[config.mk]
export PLATFORM = sky130hd
export DESIGN_NAME = motorPwmTop
export DESIGN_NICKNAME = d
export VERILOG_FILES = /design/src/verilog/motorCfgPkg.sv /design/src/verilog/motorStepPkg.sv /design/src/verilog/stepIf.sv /design/src/verilog/stepCmdQueue.sv /design/src/verilog/stepTimebase.sv /design/src/verilog/pwmPhaseGen.sv /design/src/verilog/gateDriveOut.sv /design/src/verilog/motorPwmTop.sv
export SDC_FILE = /design/constraint.sdc
export NUM_CORES = 2
export LEC_CHECK = 0
export ABC_AREA = 1
export BUFFER_PORTS_ARGS = -buffer_cell sky130_fd_sc_hd__buf_4
export CORE_MARGIN = 8
export CORE_UTILIZATION = 30
export CTS_CLUSTER_SIZE = 10
export DETAILED_ROUTE_END_ITERATION = 10
export PLACE_DENSITY = 0.47
export SLEW_MARGIN = 20
export SYNTH_ARGS = -nofsm -noshare
export SYNTH_HDL_FRONTEND = slang
export SYNTH_SLANG_ARGS = --single-unit
[constraint.sdc]
create_clock -name clk -period 8.6 [get_ports clk]
set_input_delay 1.72 -clock clk [delete_from_list [all_inputs] [get_ports clk]]
set_output_delay 1.72 -clock clk [all_outputs]
set_load 0.005 [all_outputs]
[src/verilog/motorCfgPkg.sv]
package motorCfgPkg;

    // duty, step length and accumulator words
    localparam int dataW = 16;
    // commutation step code
    localparam int stepW = 4;

    // pwm period in clock cycles
    localparam int pwmPeriod = 64;
    // pulses shorter than this are carried into the next period
    localparam int minPulse = 8;
    // both gates stay off this long after a rising pwm edge
    localparam int deadTime = 2;
    // queue entries, also the initial credits of the sender
    localparam int queueDepth = 4;

    // derived counter widths
    localparam int ptrW = $clog2(queueDepth);
    localparam int periodW = $clog2(pwmPeriod + 1);
    localparam int deadW = $clog2(deadTime + 1);

endpackage

[src/verilog/motorStepPkg.sv]
package motorStepPkg;

    // phase B waits for phase C's sum on this step
    localparam logic [motorCfgPkg::stepW-1:0] stepGateB = motorCfgPkg::stepW'(6);
    // phase C waits for phase B's sum on this step
    localparam logic [motorCfgPkg::stepW-1:0] stepGateC = motorCfgPkg::stepW'(11);

    // a new commutation cycle starts here, lost total restarts
    localparam logic [motorCfgPkg::stepW-1:0] stepResetLost [2] = '{
        motorCfgPkg::stepW'(1),
        motorCfgPkg::stepW'(7)
    };

    // codes up to this one drive the high gate, the rest the low gate
    localparam logic [motorCfgPkg::stepW-1:0] highSideLast = motorCfgPkg::stepW'(5);

    function automatic logic isHighSide(input logic [motorCfgPkg::stepW-1:0] code);
        return code <= highSideLast;
    endfunction

    function automatic logic restartsLost(input logic [motorCfgPkg::stepW-1:0] code);
        return (code == stepResetLost[0]) || (code == stepResetLost[1]);
    endfunction

endpackage

[src/verilog/stepIf.sv]
`timescale 1ns/1ns

interface stepIf;
    import motorCfgPkg::*;

    // a step is playing
    logic active;
    // code and per-phase duty of the current step
    logic [stepW-1:0] sgStep;
    logic [dataW-1:0] dutyA;
    logic [dataW-1:0] dutyB;
    logic [dataW-1:0] dutyC;
    // step cycles 0 and 1, then len-2 and len-1
    logic first2;
    logic first1;
    logic last2;
    logic last1;

    // timebase side
    modport src(output active, sgStep, dutyA, dutyB, dutyC, first2, first1, last2, last1);
    // phase generator side
    modport sink(input active, sgStep, dutyA, dutyB, dutyC, first2, first1, last2, last1);

endinterface

[src/verilog/stepCmdQueue.sv]
`timescale 1ns/1ns

module stepCmdQueue (
    input  logic                            clk,
    input  logic                            rst,
    input  logic                            cmdValid,
    input  logic [motorCfgPkg::stepW-1:0]   cmdStep,
    input  logic [motorCfgPkg::dataW-1:0]   cmdLen,
    input  logic [motorCfgPkg::dataW-1:0]   cmdDutyA,
    input  logic [motorCfgPkg::dataW-1:0]   cmdDutyB,
    input  logic [motorCfgPkg::dataW-1:0]   cmdDutyC,
    input  logic                            take,
    output logic                            headValid,
    output logic [motorCfgPkg::stepW-1:0]   headStep,
    output logic [motorCfgPkg::dataW-1:0]   headLen,
    output logic [motorCfgPkg::dataW-1:0]   headDutyA,
    output logic [motorCfgPkg::dataW-1:0]   headDutyB,
    output logic [motorCfgPkg::dataW-1:0]   headDutyC,
    output logic                            cmdCredit
);
    import motorCfgPkg::*;

    // entry storage, one array per field
    logic [stepW-1:0] stepMem [queueDepth];
    logic [dataW-1:0] lenMem [queueDepth];
    logic [dataW-1:0] dutyAMem [queueDepth];
    logic [dataW-1:0] dutyBMem [queueDepth];
    logic [dataW-1:0] dutyCMem [queueDepth];

    logic [ptrW-1:0] wrPtr;
    logic [ptrW-1:0] rdPtr;
    logic [ptrW:0] count;
    logic doWrite;
    logic doRead;

    // sender holds credits, so a write into a full queue is simply dropped
    assign doWrite = cmdValid & (count != (ptrW + 1)'(queueDepth));
    assign doRead = take & headValid;

    always_ff @(posedge clk) begin
        if (doWrite) begin
            stepMem[wrPtr] <= cmdStep;
            lenMem[wrPtr] <= cmdLen;
            dutyAMem[wrPtr] <= cmdDutyA;
            dutyBMem[wrPtr] <= cmdDutyB;
            dutyCMem[wrPtr] <= cmdDutyC;
        end
    end

    always_ff @(posedge clk) begin
        if (rst) begin
            wrPtr <= '0;
            rdPtr <= '0;
            count <= '0;
            cmdCredit <= 1'b0;
        end else begin
            if (doWrite) begin
                wrPtr <= (wrPtr == ptrW'(queueDepth - 1)) ? '0 : wrPtr + ptrW'(1);
            end
            if (doRead) begin
                rdPtr <= (rdPtr == ptrW'(queueDepth - 1)) ? '0 : rdPtr + ptrW'(1);
            end
            // occupancy, push and pop may coincide
            if (doWrite && !doRead) begin
                count <= count + (ptrW + 1)'(1);
            end else if (doRead && !doWrite) begin
                count <= count - (ptrW + 1)'(1);
            end
            // one credit back per popped entry
            cmdCredit <= doRead;
        end
    end

    // head entry straight from storage
    assign headValid = count != '0;
    assign headStep = stepMem[rdPtr];
    assign headLen = lenMem[rdPtr];
    assign headDutyA = dutyAMem[rdPtr];
    assign headDutyB = dutyBMem[rdPtr];
    assign headDutyC = dutyCMem[rdPtr];

endmodule

[src/verilog/stepTimebase.sv]
`timescale 1ns/1ns

module stepTimebase (
    input  logic                            clk,
    input  logic                            rst,
    input  logic                            headValid,
    input  logic [motorCfgPkg::stepW-1:0]   headStep,
    input  logic [motorCfgPkg::dataW-1:0]   headLen,
    input  logic [motorCfgPkg::dataW-1:0]   headDutyA,
    input  logic [motorCfgPkg::dataW-1:0]   headDutyB,
    input  logic [motorCfgPkg::dataW-1:0]   headDutyC,
    output logic                            take,
    stepIf.src                              step
);
    import motorCfgPkg::*;

    logic playing;
    logic [dataW-1:0] cnt;
    logic [stepW-1:0] curStep;
    logic [dataW-1:0] curLen;
    logic [dataW-1:0] curDutyA;
    logic [dataW-1:0] curDutyB;
    logic [dataW-1:0] curDutyC;
    logic atLast1;

    // step length is at least 8, so the four strobes never overlap
    assign atLast1 = playing & (cnt == curLen - dataW'(1));

    // take when idle, or on the last cycle so steps run back to back
    assign take = headValid & (~playing | atLast1);

    always_ff @(posedge clk) begin
        if (rst) begin
            playing <= 1'b0;
            cnt <= '0;
            curStep <= '0;
        end else if (take) begin
            playing <= 1'b1;
            cnt <= '0;
            curStep <= headStep;
        end else if (atLast1) begin
            // nothing waiting, go idle
            playing <= 1'b0;
        end else if (playing) begin
            cnt <= cnt + dataW'(1);
        end
    end

    // step payload
    always_ff @(posedge clk) begin
        if (take) begin
            curLen <= headLen;
            curDutyA <= headDutyA;
            curDutyB <= headDutyB;
            curDutyC <= headDutyC;
        end
    end

    assign step.active = playing;
    assign step.sgStep = curStep;
    assign step.dutyA = curDutyA;
    assign step.dutyB = curDutyB;
    assign step.dutyC = curDutyC;
    // boundary strobes decoded from the step counter
    assign step.first2 = playing & (cnt == '0);
    assign step.first1 = playing & (cnt == dataW'(1));
    assign step.last2 = playing & (cnt == curLen - dataW'(2));
    assign step.last1 = atLast1;

endmodule

[src/verilog/pwmPhaseGen.sv]
`timescale 1ns/1ns

module pwmPhaseGen #(
    // step on which this phase only fires if posSumExt is at least its own sum
    parameter logic [motorCfgPkg::stepW-1:0] gateStep = motorStepPkg::stepGateB
) (
    input  logic                            clk,
    input  logic                            rst,
    stepIf.sink                             step,
    input  logic [motorCfgPkg::dataW-1:0]   duty,
    input  logic [motorCfgPkg::dataW-1:0]   posSumExt,
    output logic [motorCfgPkg::dataW-1:0]   posSum,
    output logic                            pwm
);
    import motorCfgPkg::*;
    import motorStepPkg::*;

    logic [periodW-1:0] periodCnt;
    logic periodStart;
    logic [dataW-1:0] pulseCnt;
    logic [dataW-1:0] remain;
    logic [dataW-1:0] wantAcc;
    logic [dataW-1:0] realAcc;
    logic [dataW-1:0] wantHold;
    logic [dataW-1:0] realHold;
    logic [dataW-1:0] lost;
    logic [dataW-1:0] lostDiff;
    logic [dataW-1:0] lostNext;
    logic [dataW-1:0] lostJoin;
    logic gated;
    logic load;

    // first period opens at first1, later ones every pwmPeriod cycles
    assign periodStart = step.first1 | (step.active & (periodCnt == periodW'(1)));

    // held at full period across the step boundary
    always_ff @(posedge clk) begin
        if (rst) begin
            periodCnt <= periodW'(pwmPeriod);
        end else if (periodStart || step.last1) begin
            periodCnt <= periodW'(pwmPeriod);
        end else if (step.active) begin
            periodCnt <= periodCnt - periodW'(1);
        end
    end

    // only undelivered duty counts, over-delivery is not lost
    assign lostDiff = (wantHold > realHold) ? wantHold - realHold : '0;
    assign lostNext = (restartsLost(step.sgStep) ? '0 : lost) + lostDiff;
    // lost total rides on the first period of a step
    assign lostJoin = step.first1 ? lostNext : '0;
    assign posSum = remain + duty + lostJoin;

    // steps 6 and 11 wait for the partner phase
    assign gated = step.sgStep == gateStep;
    assign load = (posSum >= dataW'(minPulse)) && (!gated || (posSumExt >= posSum));

    // pulse counter, pwm comes out of a flop one cycle after the load
    always_ff @(posedge clk) begin
        if (rst) begin
            pulseCnt <= '0;
            pwm <= 1'b0;
        end else if (periodStart && load) begin
            pulseCnt <= posSum;
            pwm <= 1'b1;
        end else begin
            pwm <= pulseCnt > dataW'(1);
            if (pulseCnt != '0) begin
                pulseCnt <= pulseCnt - dataW'(1);
            end
        end
    end

    // short or skipped sums carry over, but never past the step end
    always_ff @(posedge clk) begin
        if (rst) begin
            remain <= '0;
        end else if (step.last2) begin
            remain <= '0;
        end else if (periodStart) begin
            remain <= load ? '0 : posSum;
        end
    end

    // want vs real per step, frozen at last2
    always_ff @(posedge clk) begin
        if (rst) begin
            wantAcc <= '0;
            realAcc <= '0;
            wantHold <= '0;
            realHold <= '0;
        end else if (step.last2) begin
            wantHold <= wantAcc;
            realHold <= realAcc;
            // a period opening right here belongs to the next step
            wantAcc <= periodStart ? duty : '0;
            realAcc <= dataW'(pwm);
        end else begin
            if (periodStart) begin
                wantAcc <= wantAcc + duty;
            end
            if (pwm) begin
                realAcc <= realAcc + dataW'(1);
            end
        end
    end

    // lost total, restarted on each new commutation cycle
    always_ff @(posedge clk) begin
        if (rst) begin
            lost <= '0;
        end else if (step.first1) begin
            lost <= lostNext;
        end
    end

endmodule

[src/verilog/gateDriveOut.sv]
`timescale 1ns/1ns

module gateDriveOut (
    input  logic                            clk,
    input  logic                            rst,
    input  logic                            pwm,
    input  logic [motorCfgPkg::stepW-1:0]   sgStep,
    output logic                            gateHi,
    output logic                            gateLo
);
    import motorCfgPkg::*;
    import motorStepPkg::*;

    logic pwmQ;
    logic sideHi;
    logic sideQ;
    logic restart;
    logic [deadW-1:0] deadCnt;
    logic [deadW-1:0] deadNext;
    logic open;

    assign sideHi = isHighSide(sgStep);
    // dead time restarts on a rising pwm edge or a side swap
    assign restart = (pwm & ~pwmQ) | (sideHi != sideQ);
    assign deadNext = restart ? deadW'(deadTime)
                    : (deadCnt != '0) ? deadCnt - deadW'(1) : '0;
    // rising edge reaches the gate deadTime+1 cycles late, falling edge 1 cycle
    assign open = pwm & (deadNext == '0);

    always_ff @(posedge clk) begin
        if (rst) begin
            pwmQ <= 1'b0;
            sideQ <= 1'b1;
            deadCnt <= '0;
            gateHi <= 1'b0;
            gateLo <= 1'b0;
        end else begin
            pwmQ <= pwm;
            sideQ <= sideHi;
            deadCnt <= deadNext;
            // the unselected gate stays off
            gateHi <= open & sideHi;
            gateLo <= open & ~sideHi;
        end
    end

endmodule

[src/verilog/motorPwmTop.sv]
`timescale 1ns/1ns

module motorPwmTop (
    input  logic                            clk,
    input  logic                            rst,
    input  logic                            cmdValid,
    input  logic [motorCfgPkg::stepW-1:0]   cmdStep,
    input  logic [motorCfgPkg::dataW-1:0]   cmdLen,
    input  logic [motorCfgPkg::dataW-1:0]   cmdDutyA,
    input  logic [motorCfgPkg::dataW-1:0]   cmdDutyB,
    input  logic [motorCfgPkg::dataW-1:0]   cmdDutyC,
    output logic                            cmdCredit,
    output logic [2:0]                      gateHi,
    output logic [2:0]                      gateLo
);
    import motorCfgPkg::*;
    import motorStepPkg::*;

    logic headValid;
    logic [stepW-1:0] headStep;
    logic [dataW-1:0] headLen;
    logic [dataW-1:0] headDutyA;
    logic [dataW-1:0] headDutyB;
    logic [dataW-1:0] headDutyC;
    logic take;
    logic [dataW-1:0] sumA;
    logic [dataW-1:0] sumB;
    logic [dataW-1:0] sumC;
    logic [2:0] pwm;

    stepIf stepBus ();

    stepCmdQueue uCmdQueue (
        .clk(clk), .rst(rst),
        .cmdValid(cmdValid), .cmdStep(cmdStep), .cmdLen(cmdLen),
        .cmdDutyA(cmdDutyA), .cmdDutyB(cmdDutyB), .cmdDutyC(cmdDutyC),
        .take(take), .headValid(headValid), .headStep(headStep), .headLen(headLen),
        .headDutyA(headDutyA), .headDutyB(headDutyB), .headDutyC(headDutyC),
        .cmdCredit(cmdCredit)
    );

    stepTimebase uTimebase (
        .clk(clk), .rst(rst),
        .headValid(headValid), .headStep(headStep), .headLen(headLen),
        .headDutyA(headDutyA), .headDutyB(headDutyB), .headDutyC(headDutyC),
        .take(take), .step(stepBus.src)
    );

    // phase A is never gated, so it compares against its own sum
    pwmPhaseGen uPhaseA (
        .clk(clk), .rst(rst), .step(stepBus.sink), .duty(stepBus.dutyA),
        .posSumExt(sumA), .posSum(sumA), .pwm(pwm[0])
    );

    // B and C are cross-wired on their gated steps
    pwmPhaseGen #(.gateStep(stepGateB)) uPhaseB (
        .clk(clk), .rst(rst), .step(stepBus.sink), .duty(stepBus.dutyB),
        .posSumExt(sumC), .posSum(sumB), .pwm(pwm[1])
    );

    pwmPhaseGen #(.gateStep(stepGateC)) uPhaseC (
        .clk(clk), .rst(rst), .step(stepBus.sink), .duty(stepBus.dutyC),
        .posSumExt(sumB), .posSum(sumC), .pwm(pwm[2])
    );

    // one gate stage per phase, all steered by the current step code
    for (genvar i = 0; i < 3; i++) begin : gGate
        gateDriveOut uGate (
            .clk(clk), .rst(rst), .pwm(pwm[i]), .sgStep(stepBus.sgStep),
            .gateHi(gateHi[i]), .gateLo(gateLo[i])
        );
    end

endmodule

## After elaboration in Yosys (flattened, before gate mapping)

Memories as Yosys holds them, arrays and structs flattened. A register that Yosys moved wholly into a read port is not among the register bits.
Index checks and enable logic that the tools add are counted.

| storage, ports and cells | value |
|---|---|
| memories kept | 5 |
| bits in writable memories | 272 |
| bits in registers | 401 |
| output and inout port bits | 7 |

Memory list:

| name | depth | bits a word | rd ports | clocked after memory_dff | write ports | RTL line | text |
|---|---|---|---|---|---|---|---|
| uCmdQueue.dutyAMem | 4 | 16 | 1 | 1 | 1 | stepCmdQueue.sv:26 | `logic [dataW-1:0] dutyAMem [queueDepth];` |
| uCmdQueue.dutyBMem | 4 | 16 | 1 | 1 | 1 | stepCmdQueue.sv:27 | `logic [dataW-1:0] dutyBMem [queueDepth];` |
| uCmdQueue.dutyCMem | 4 | 16 | 1 | 1 | 1 | stepCmdQueue.sv:28 | `logic [dataW-1:0] dutyCMem [queueDepth];` |
| uCmdQueue.lenMem | 4 | 16 | 1 | 1 | 1 | stepCmdQueue.sv:25 | `logic [dataW-1:0] lenMem [queueDepth];` |
| uCmdQueue.stepMem | 4 | 4 | 1 | 1 | 1 | stepCmdQueue.sv:24 | `logic [stepW-1:0] stepMem [queueDepth];` |

| operators by class | value |
|---|---|
| magnitude comparators | 13 |
| bitwise logic cells | 34 |
| reduce and logical (&&, ||, !) cells | 46 |
| mux-type cells | 50 |
| equal/unequal tests | 14 |
| add/sub/neg operators | 34 |

Operators by type and width:

| kind | number |
|---|---|
| 16-bit 2-to-1 mux | 27 |
| 16-bit adder | 12 |
| 16-bit by 1-bit adder with 16-bit output, second input constant | 4 |
| 16-bit by 1-bit subtractor with 16-bit output, second input constant | 4 |
| 16-bit >= comparator | 3 |
| 16-bit by 4-bit >= comparator with 1-bit output, second input constant | 3 |
| 16-bit by 1-bit greater-than comparator with 1-bit output, second input constant | 3 |
| 16-bit greater-than comparator | 3 |
| 16-bit nonzero test | 3 |
| 16-bit subtractor | 3 |
| 16-bit == test | 2 |
| 2-bit nonzero test | 14 |
| 1-bit bitwise AND | 21 |
| 7-bit by 1-bit == test with 1-bit output, second input constant | 3 |
| 7-bit by 1-bit subtractor with 7-bit output, second input constant | 3 |
| 16-bit by 1-bit == test with 1-bit output, second input constant | 1 |
| 2-bit 2-to-1 mux | 8 |
| 16-bit by 2-bit subtractor with 16-bit output, second input constant | 1 |
| 1-bit 2-to-1 mux | 13 |
| 2-bit OR reduction | 5 |
| 4-bit by 3-bit == test with 1-bit output, second input constant | 2 |
| 1-bit logical AND | 8 |
| 1-bit logical OR | 7 |
| 1-bit OR | 7 |
| other kinds (16) | 31 |

## Longest topological paths before layout

| depth | value |
|---|---|
| depth in word-level cells | 11 |
| mapped depth | 52 |

## By module

Synthesis repeated with hierarchy kept, for this count alone.

| unflattened totals | value |
|---|---|
| cell total of the unflattened synthesis | 5204 |
| area total of the unflattened synthesis | 42152.9 µm² |

By module, submodules not included:

| module | area an instance (µm²) | instances | cells an instance |
|---|---|---|---|
| stepCmdQueue | 10580.1 | 1 | 728 |
| pwmPhaseGen at uPhaseB | 8976.1 | 1 | 1332 |
| pwmPhaseGen at uPhaseA | 8744.6 | 1 | 1281 |
| pwmPhaseGen at uPhaseC | 8710.9 | 1 | 1294 |
| stepTimebase | 4420.5 | 1 | 479 |
| gateDriveOut | 240.2 | 3 | 30 |

## Worst setup path after synthesis

OpenSTA, ideal clock, no wires.

| timing | value |
|---|---|
| kind | register to register |
| start point | reg uPhaseC.wantHold[0] |
| end point | reg uPhaseB.pulseCnt[14] |
| library setup time | 0.128 ns |
| period minus slack after synthesis | 7.024 ns |
| required time | 8.472 ns |
| data arrival time | 6.897 ns |
| path slack | 1.576 ns |
| cell stages (with the launch flop) | 52 |
| cell sequence | dfxtp_1 inv_1 ha_1 inv_1 fa_1 nand3_1 nand2_1 nand2_1 nand2_2 nand2_1 a21boi_2 inv_1 clkbuf_1 nor2_1 ha_1 inv_1 fa_1 inv_1 [16 not listed] nand3_1 nand2_1 xor2_1 nand4_1 nand2_1 inv_1 ha_1 inv_1 o21bai_1 nor2_2 nand2_1 nor2_1 nand2_4 nand3_4 buf_6 nand2_1 o21ai_0 nor2_1 |

| on the way | value |
|---|---|
| cells in the longest elaborated chain, start to end | 10 |
| elaborated cells on any way between the ends | 12 |
| those cells by class | add/sub (3); order compare (2); mux (3); reduce/logical (4) |

Ends and longest elaborated chain:

| element | RTL line | text |
|---|---|---|
| start: declaration | pwmPhaseGen.sv:24 | `logic [dataW-1:0] wantHold;` |
| start signal: assignment | pwmPhaseGen.sv:93 | `wantHold <= wantAcc;` |
| 16-bit subtractor or 16-bit greater-than comparator (tied branches) | pwmPhaseGen.sv:48 | `assign lostDiff = (wantHold > realHold) ? wantHold - realHold : '0;` |
| 16-bit 2-to-1 mux * | pwmPhaseGen.sv:48 |  |
| 16-bit adder * | pwmPhaseGen.sv:49 | `assign lostNext = (restartsLost(step.sgStep) ? '0 : lost) + lostDiff;` |
| 16-bit 2-to-1 mux * | pwmPhaseGen.sv:51 | `assign lostJoin = step.first1 ? lostNext : '0;` |
| 16-bit adder * | pwmPhaseGen.sv:52 | `assign posSum = remain + duty + lostJoin;` |
| 16-bit >= comparator * | pwmPhaseGen.sv:56 | `assign load = (posSum >= dataW'(minPulse)) && (!gated \|\| (posSumExt >= posSum));` |
| 1-bit logical OR * | pwmPhaseGen.sv:56 |  |
| 1-bit logical AND * | pwmPhaseGen.sv:56 |  |
| 1-bit logical AND * | pwmPhaseGen.sv:63 | `end else if (periodStart && load) begin` |
| 16-bit 2-to-1 mux or 2-bit nonzero test (tied branches) | n/a |  |
| end signal: assignment | pwmPhaseGen.sv:64 | `pulseCnt <= posSum;` |
| end signal: assignment | pwmPhaseGen.sv:69 | `pulseCnt <= pulseCnt - dataW'(1);` |
| end: declaration | pwmPhaseGen.sv:20 | `logic [dataW-1:0] pulseCnt;` |

Every way passes the cells marked *; elsewhere a longest branch is shown, timed or not.
A chain may end at the register's enable or synchronous reset.

## Worst setup path after layout

| timing | value |
|---|---|
| start point | reg uPhaseC.wantHold[0] |
| end point | reg uPhaseB.pulseCnt[13] |

Same word-level chain as after synthesis.

==> impl_metrics.yaml <==
synth:
  synthesis.area_um2: 40460
  synth_warnings: 0
  yosys.area_share.simple: 0.1977
  yosys-mux-area-fraction: 0
  synthDistinctLibCells: 64
  synth_cells: 4878
  avgSynthCellArea_um2: 8.294
  synth-async-reset-ratio: 0
  ys_seq_area_frac: 0.4498
  ys.flop_type: "dfxtp_1"
  synthXorXnorAreaFrac: 0.04521
  syn-num-nets: 5227
  synth_top_family_by_area: "simple AND/OR/NAND/NOR gates"
  synth_seq_cells: 741
  synth_edf_count: 336
  synth-compound-area-share: 0.1399
  synthAdderAreaFrac: 0.09674
pwr:
  switching_share: 0.3772
  vdd_drop_max_uv: 159.0
  seqPwrFrac: 0.385
  clkPwrFrac: 0.295
  leakagePower_nw: 18.91
  switching_power_mw: 4.760
  p_int_mw: 7.860
  powerDensity_nw_per_um2: 276.1
  p_comb_frac: 0.320
cts:
  clock_path_buffers: 3
  h-tree-depth: 3
  cts_tree: "built"
  clk_latency_ps: 690
  cts_made_buffers: 92
  cts_root_buffer: "clkbuf_16"
  cts.clk_slew.worst_paths_ps: 60
  cts_hold_buf: 0
  postCtsSetupBuffers: 0
  cts_sinks: 741
floorplan:
  core-area_um2: 133600
  design.die.area_um2: 146900
  die_y_um: 383.2
  ios: 78
  dieWidth_um: 383.2
  rows: 134
  initial_core_util: 0.3028
timing:
  hold_viol: 0
  finalSetupTns_ps: 0
  rsz0062_at_grt: "no"
  max_freq_mhz: 129.0
  max_slew_margin: 0.2429
  setup_ws_ps: 849.2
  fin_crit_sh: 0.9013
  timing.hold.ws_ps: 422.2
  finClkSkew_ps: 31.51
  setup_violations: 0
  timing.final.crit_period_ps: 7751
  report.final.slew_viol_count: 0
  tightest_slew_ps: 1136
worst_setup_path:
  slowest_delay_ps: 450
  worstPathMaxFanout: 13
  cp-startpoint: "uPhaseC.wantHold[0]$_SDFFE_PP0P_"
  cpMostUsedCell: "nand2_1"
  end_kind: "flip-flop"
  required_ps: 9200
  crit_arrival_ps: 8350
  r2r_start: "uPhaseC.wantHold[0]$_SDFFE_PP0P_"
  startpoint_type: "flip-flop"
  cpMaxStageDelayCell: "fa_1"
  crit_type: "flip-flop to flip-flop"
status:
  status: "complete, no violations"
detailed_routing:
  firstDrtPassIters: 5
  wl_um: 114900
  routed_via_density: 4.720
  wl_per_cell_um: 16.98
  num_vias: 31950
  drt-initial-drc-count: 2070
  ant_nets: 0
  drc_errors: 0
hold_path:
  hp-start: "gGate[2].uGate.deadCnt[0]$_SDFF_PP0_"
  hold_path_class: "flip-flop to flip-flop"
final_layout:
  nNetsFinal: 5272
  drive_gt1_frac: 0.06463
  fillers: 13890
  final_cell_area_um2: 45710
  multiInputGateArea_um2: 19450
  area_growth_pct: 12.98
  seqCellArea_um2: 18200
placed_design:
  place_area_um2: 42810
  dp_slack_ps: 757.4
  dp.final_hpwl_um: 82380
  portBuffers: 77
  gp_congestion: 0.8598
grt:
  grt_use_total: 0.1526
  overflow: 0
  grt_max_degree: 87
  grt_pass1_wl_um: 178800
  grt_pass1_vias: 30730
  antenna_found_initial: 10
run:
  cap_viol_max_count: 0
layout make-up:
cell class	instances	area share
antenna	4	0.0002190
clock buffer	149	0.05726
clock inverter	20	0.005612
inverter	554	0.04571
multi-input combinational	3418	0.4255
sequential	741	0.3982
tap	1768	0.04840
timing repair buffer	116	0.01905
state kept, by name, summed over array words and instances (netlist names), 64 cells and up:
signal              cells
uCmdQueue.dutyAMem     64
uCmdQueue.dutyBMem     64
uCmdQueue.dutyCMem     64
uCmdQueue.lenMem       64
placed cells by master (no fill, tap or decap), types with 12 or more instances in the layout:
cell type  netlist  layout
nor3_1          84      84
clkbuf_1       107      48
a31oi_1         18      18
o22ai_1         69      69
nand3b_1        13      13
nand3_1        185     185
xnor2_1         53      53
inv_2           12      13
edfxtp_1       336     336
o21a_1          33      33
o21ai_1         34      37
a21oi_1        436     436
a21o_1          16      16
clkbuf_16        0      93
inv_1          534     530
nand4_1         43      43
nand2_1        806     806
o21bai_1        12      12
xor2_1         154     154
o21ai_0        324     321
nor4_1          19      19
or2_2           13      13
nor2_1         681     677
ha_1           220     220
fa_1            58      58
o211ai_1        38      38
dfxtp_1        405     403
buf_4           13     116
nand2_2         13      13
nor3b_1         16      16
cell families after synthesis:
logic type                 after synthesis
DFF                                    741
xor gates and xnor gates               208
buffers and inverters                  720
and+or+nand+nor                       1904
AOI/OAI and AO/OA                     1027
adders and majority gates              278
cells in the mapped netlist (3+ instances only):
master,count,area [µm²]
nand3_1,185,925.9
nand4_1,43,269.0
a31o_2,7,61.31
edfxtp_1,336,10090
fa_1,58,1161
nor3b_1,16,120.1
ha_1,220,2753
o211ai_1,38,285.3
o21a_1,33,247.7
a31oi_1,18,112.6
nand3b_1,13,97.59
nand2_1,806,3025
buf_4,13,97.59
o221ai_1,3,26.28
and3_1,4,25.02
buf_2,32,160.2
clkinv_1,6,22.52
nand2_4,5,56.30
o21ai_1,34,170.2
o21ai_0,324,1622
o21bai_1,12,90.09
buf_1,6,22.52
nor2_4,3,33.78
a211oi_1,7,52.55
nor3_1,84,420.4
o31ai_1,8,60.06
inv_1,534,2004
o22ai_1,69,431.7
inv_2,12,45.04
dfxtp_1,405,8108
buf_6,8,90.09
a21o_1,16,120.1
nand2_2,13,81.33
xnor2_1,53,464.2
nor4_1,19,118.9
a21oi_1,436,2182
clkbuf_1,107,401.6
a21boi_0,11,82.58
or2_2,13,81.33
xor2_1,154,1349
nor2_1,681,2556
nor2_2,7,43.79
worst max-delay path, delay by kind of cell (launching register included):
family	cells	cell delay (ps)
simple gates	24	3120
compound gates	7	1140
flops	1	300
buf+inv	11	840
fa+ha+maj	7	2090
xor+xnor	1	190
power groups by stage:
stage               combinational, mW  sequential (mW)  clock (mW)
CTS                              4.07             4.87        3.85
finish                           4.03             4.86        3.73
detailed placement               4.05             4.94           0
floorplan                        2.99             4.69           0
global route                     4.57             4.93        3.98
global placement                 4.03             4.94           0
layer usage:
layer	share of wire	wire length, µm	global-route usage	vias up
met5	0.00041	47	0	-
met4	0.017	1962	0.03763	6
met3	0.046	5237	0.02549	137
met2	0.44	50400	0.2430	504
met1	0.50	57300	0.2151	14890
li1	-	-	-	16410
metrics by stage:
step | total power, mW | std cells | utilization
3_5_place_dp | 8.992 | 6596 | 0.3204
6_report | 12.62 | 6770 | 0.3421
4_1_cts | 12.79 | 6765 | 0.3419
5_1_grt | 13.48 | 6766 | 0.3420
3_3_place_gp | 8.968 | 6596 | 0.3204
2_1_floorplan | 7.681 | 4878 | -
path summary, 6_finish.rpt:
| kind | endpoint | slack, ps | cells after the start |
|---|---|---|---|
| min | gGate[2].uGate.deadCnt[0]$_SDFF_PP0_ | 420 | 1 |
| max | uPhaseB.pulseCnt[13]$_SDFFE_PP0P_ | 850 | 50 |
| min reg2reg | gGate[2].uGate.deadCnt[0]$_SDFF_PP0_ | 420 | 1 |
| max reg2reg | uPhaseB.pulseCnt[13]$_SDFFE_PP0P_ | 850 | 50 |
timing repair:
item / in CTS / in global routing
setup endpoints to repair: 0 / 22
hold endpoints to repair: 0 / 0
gates resized for setup: 0 / 3
(Power assumes the default switching activity.)
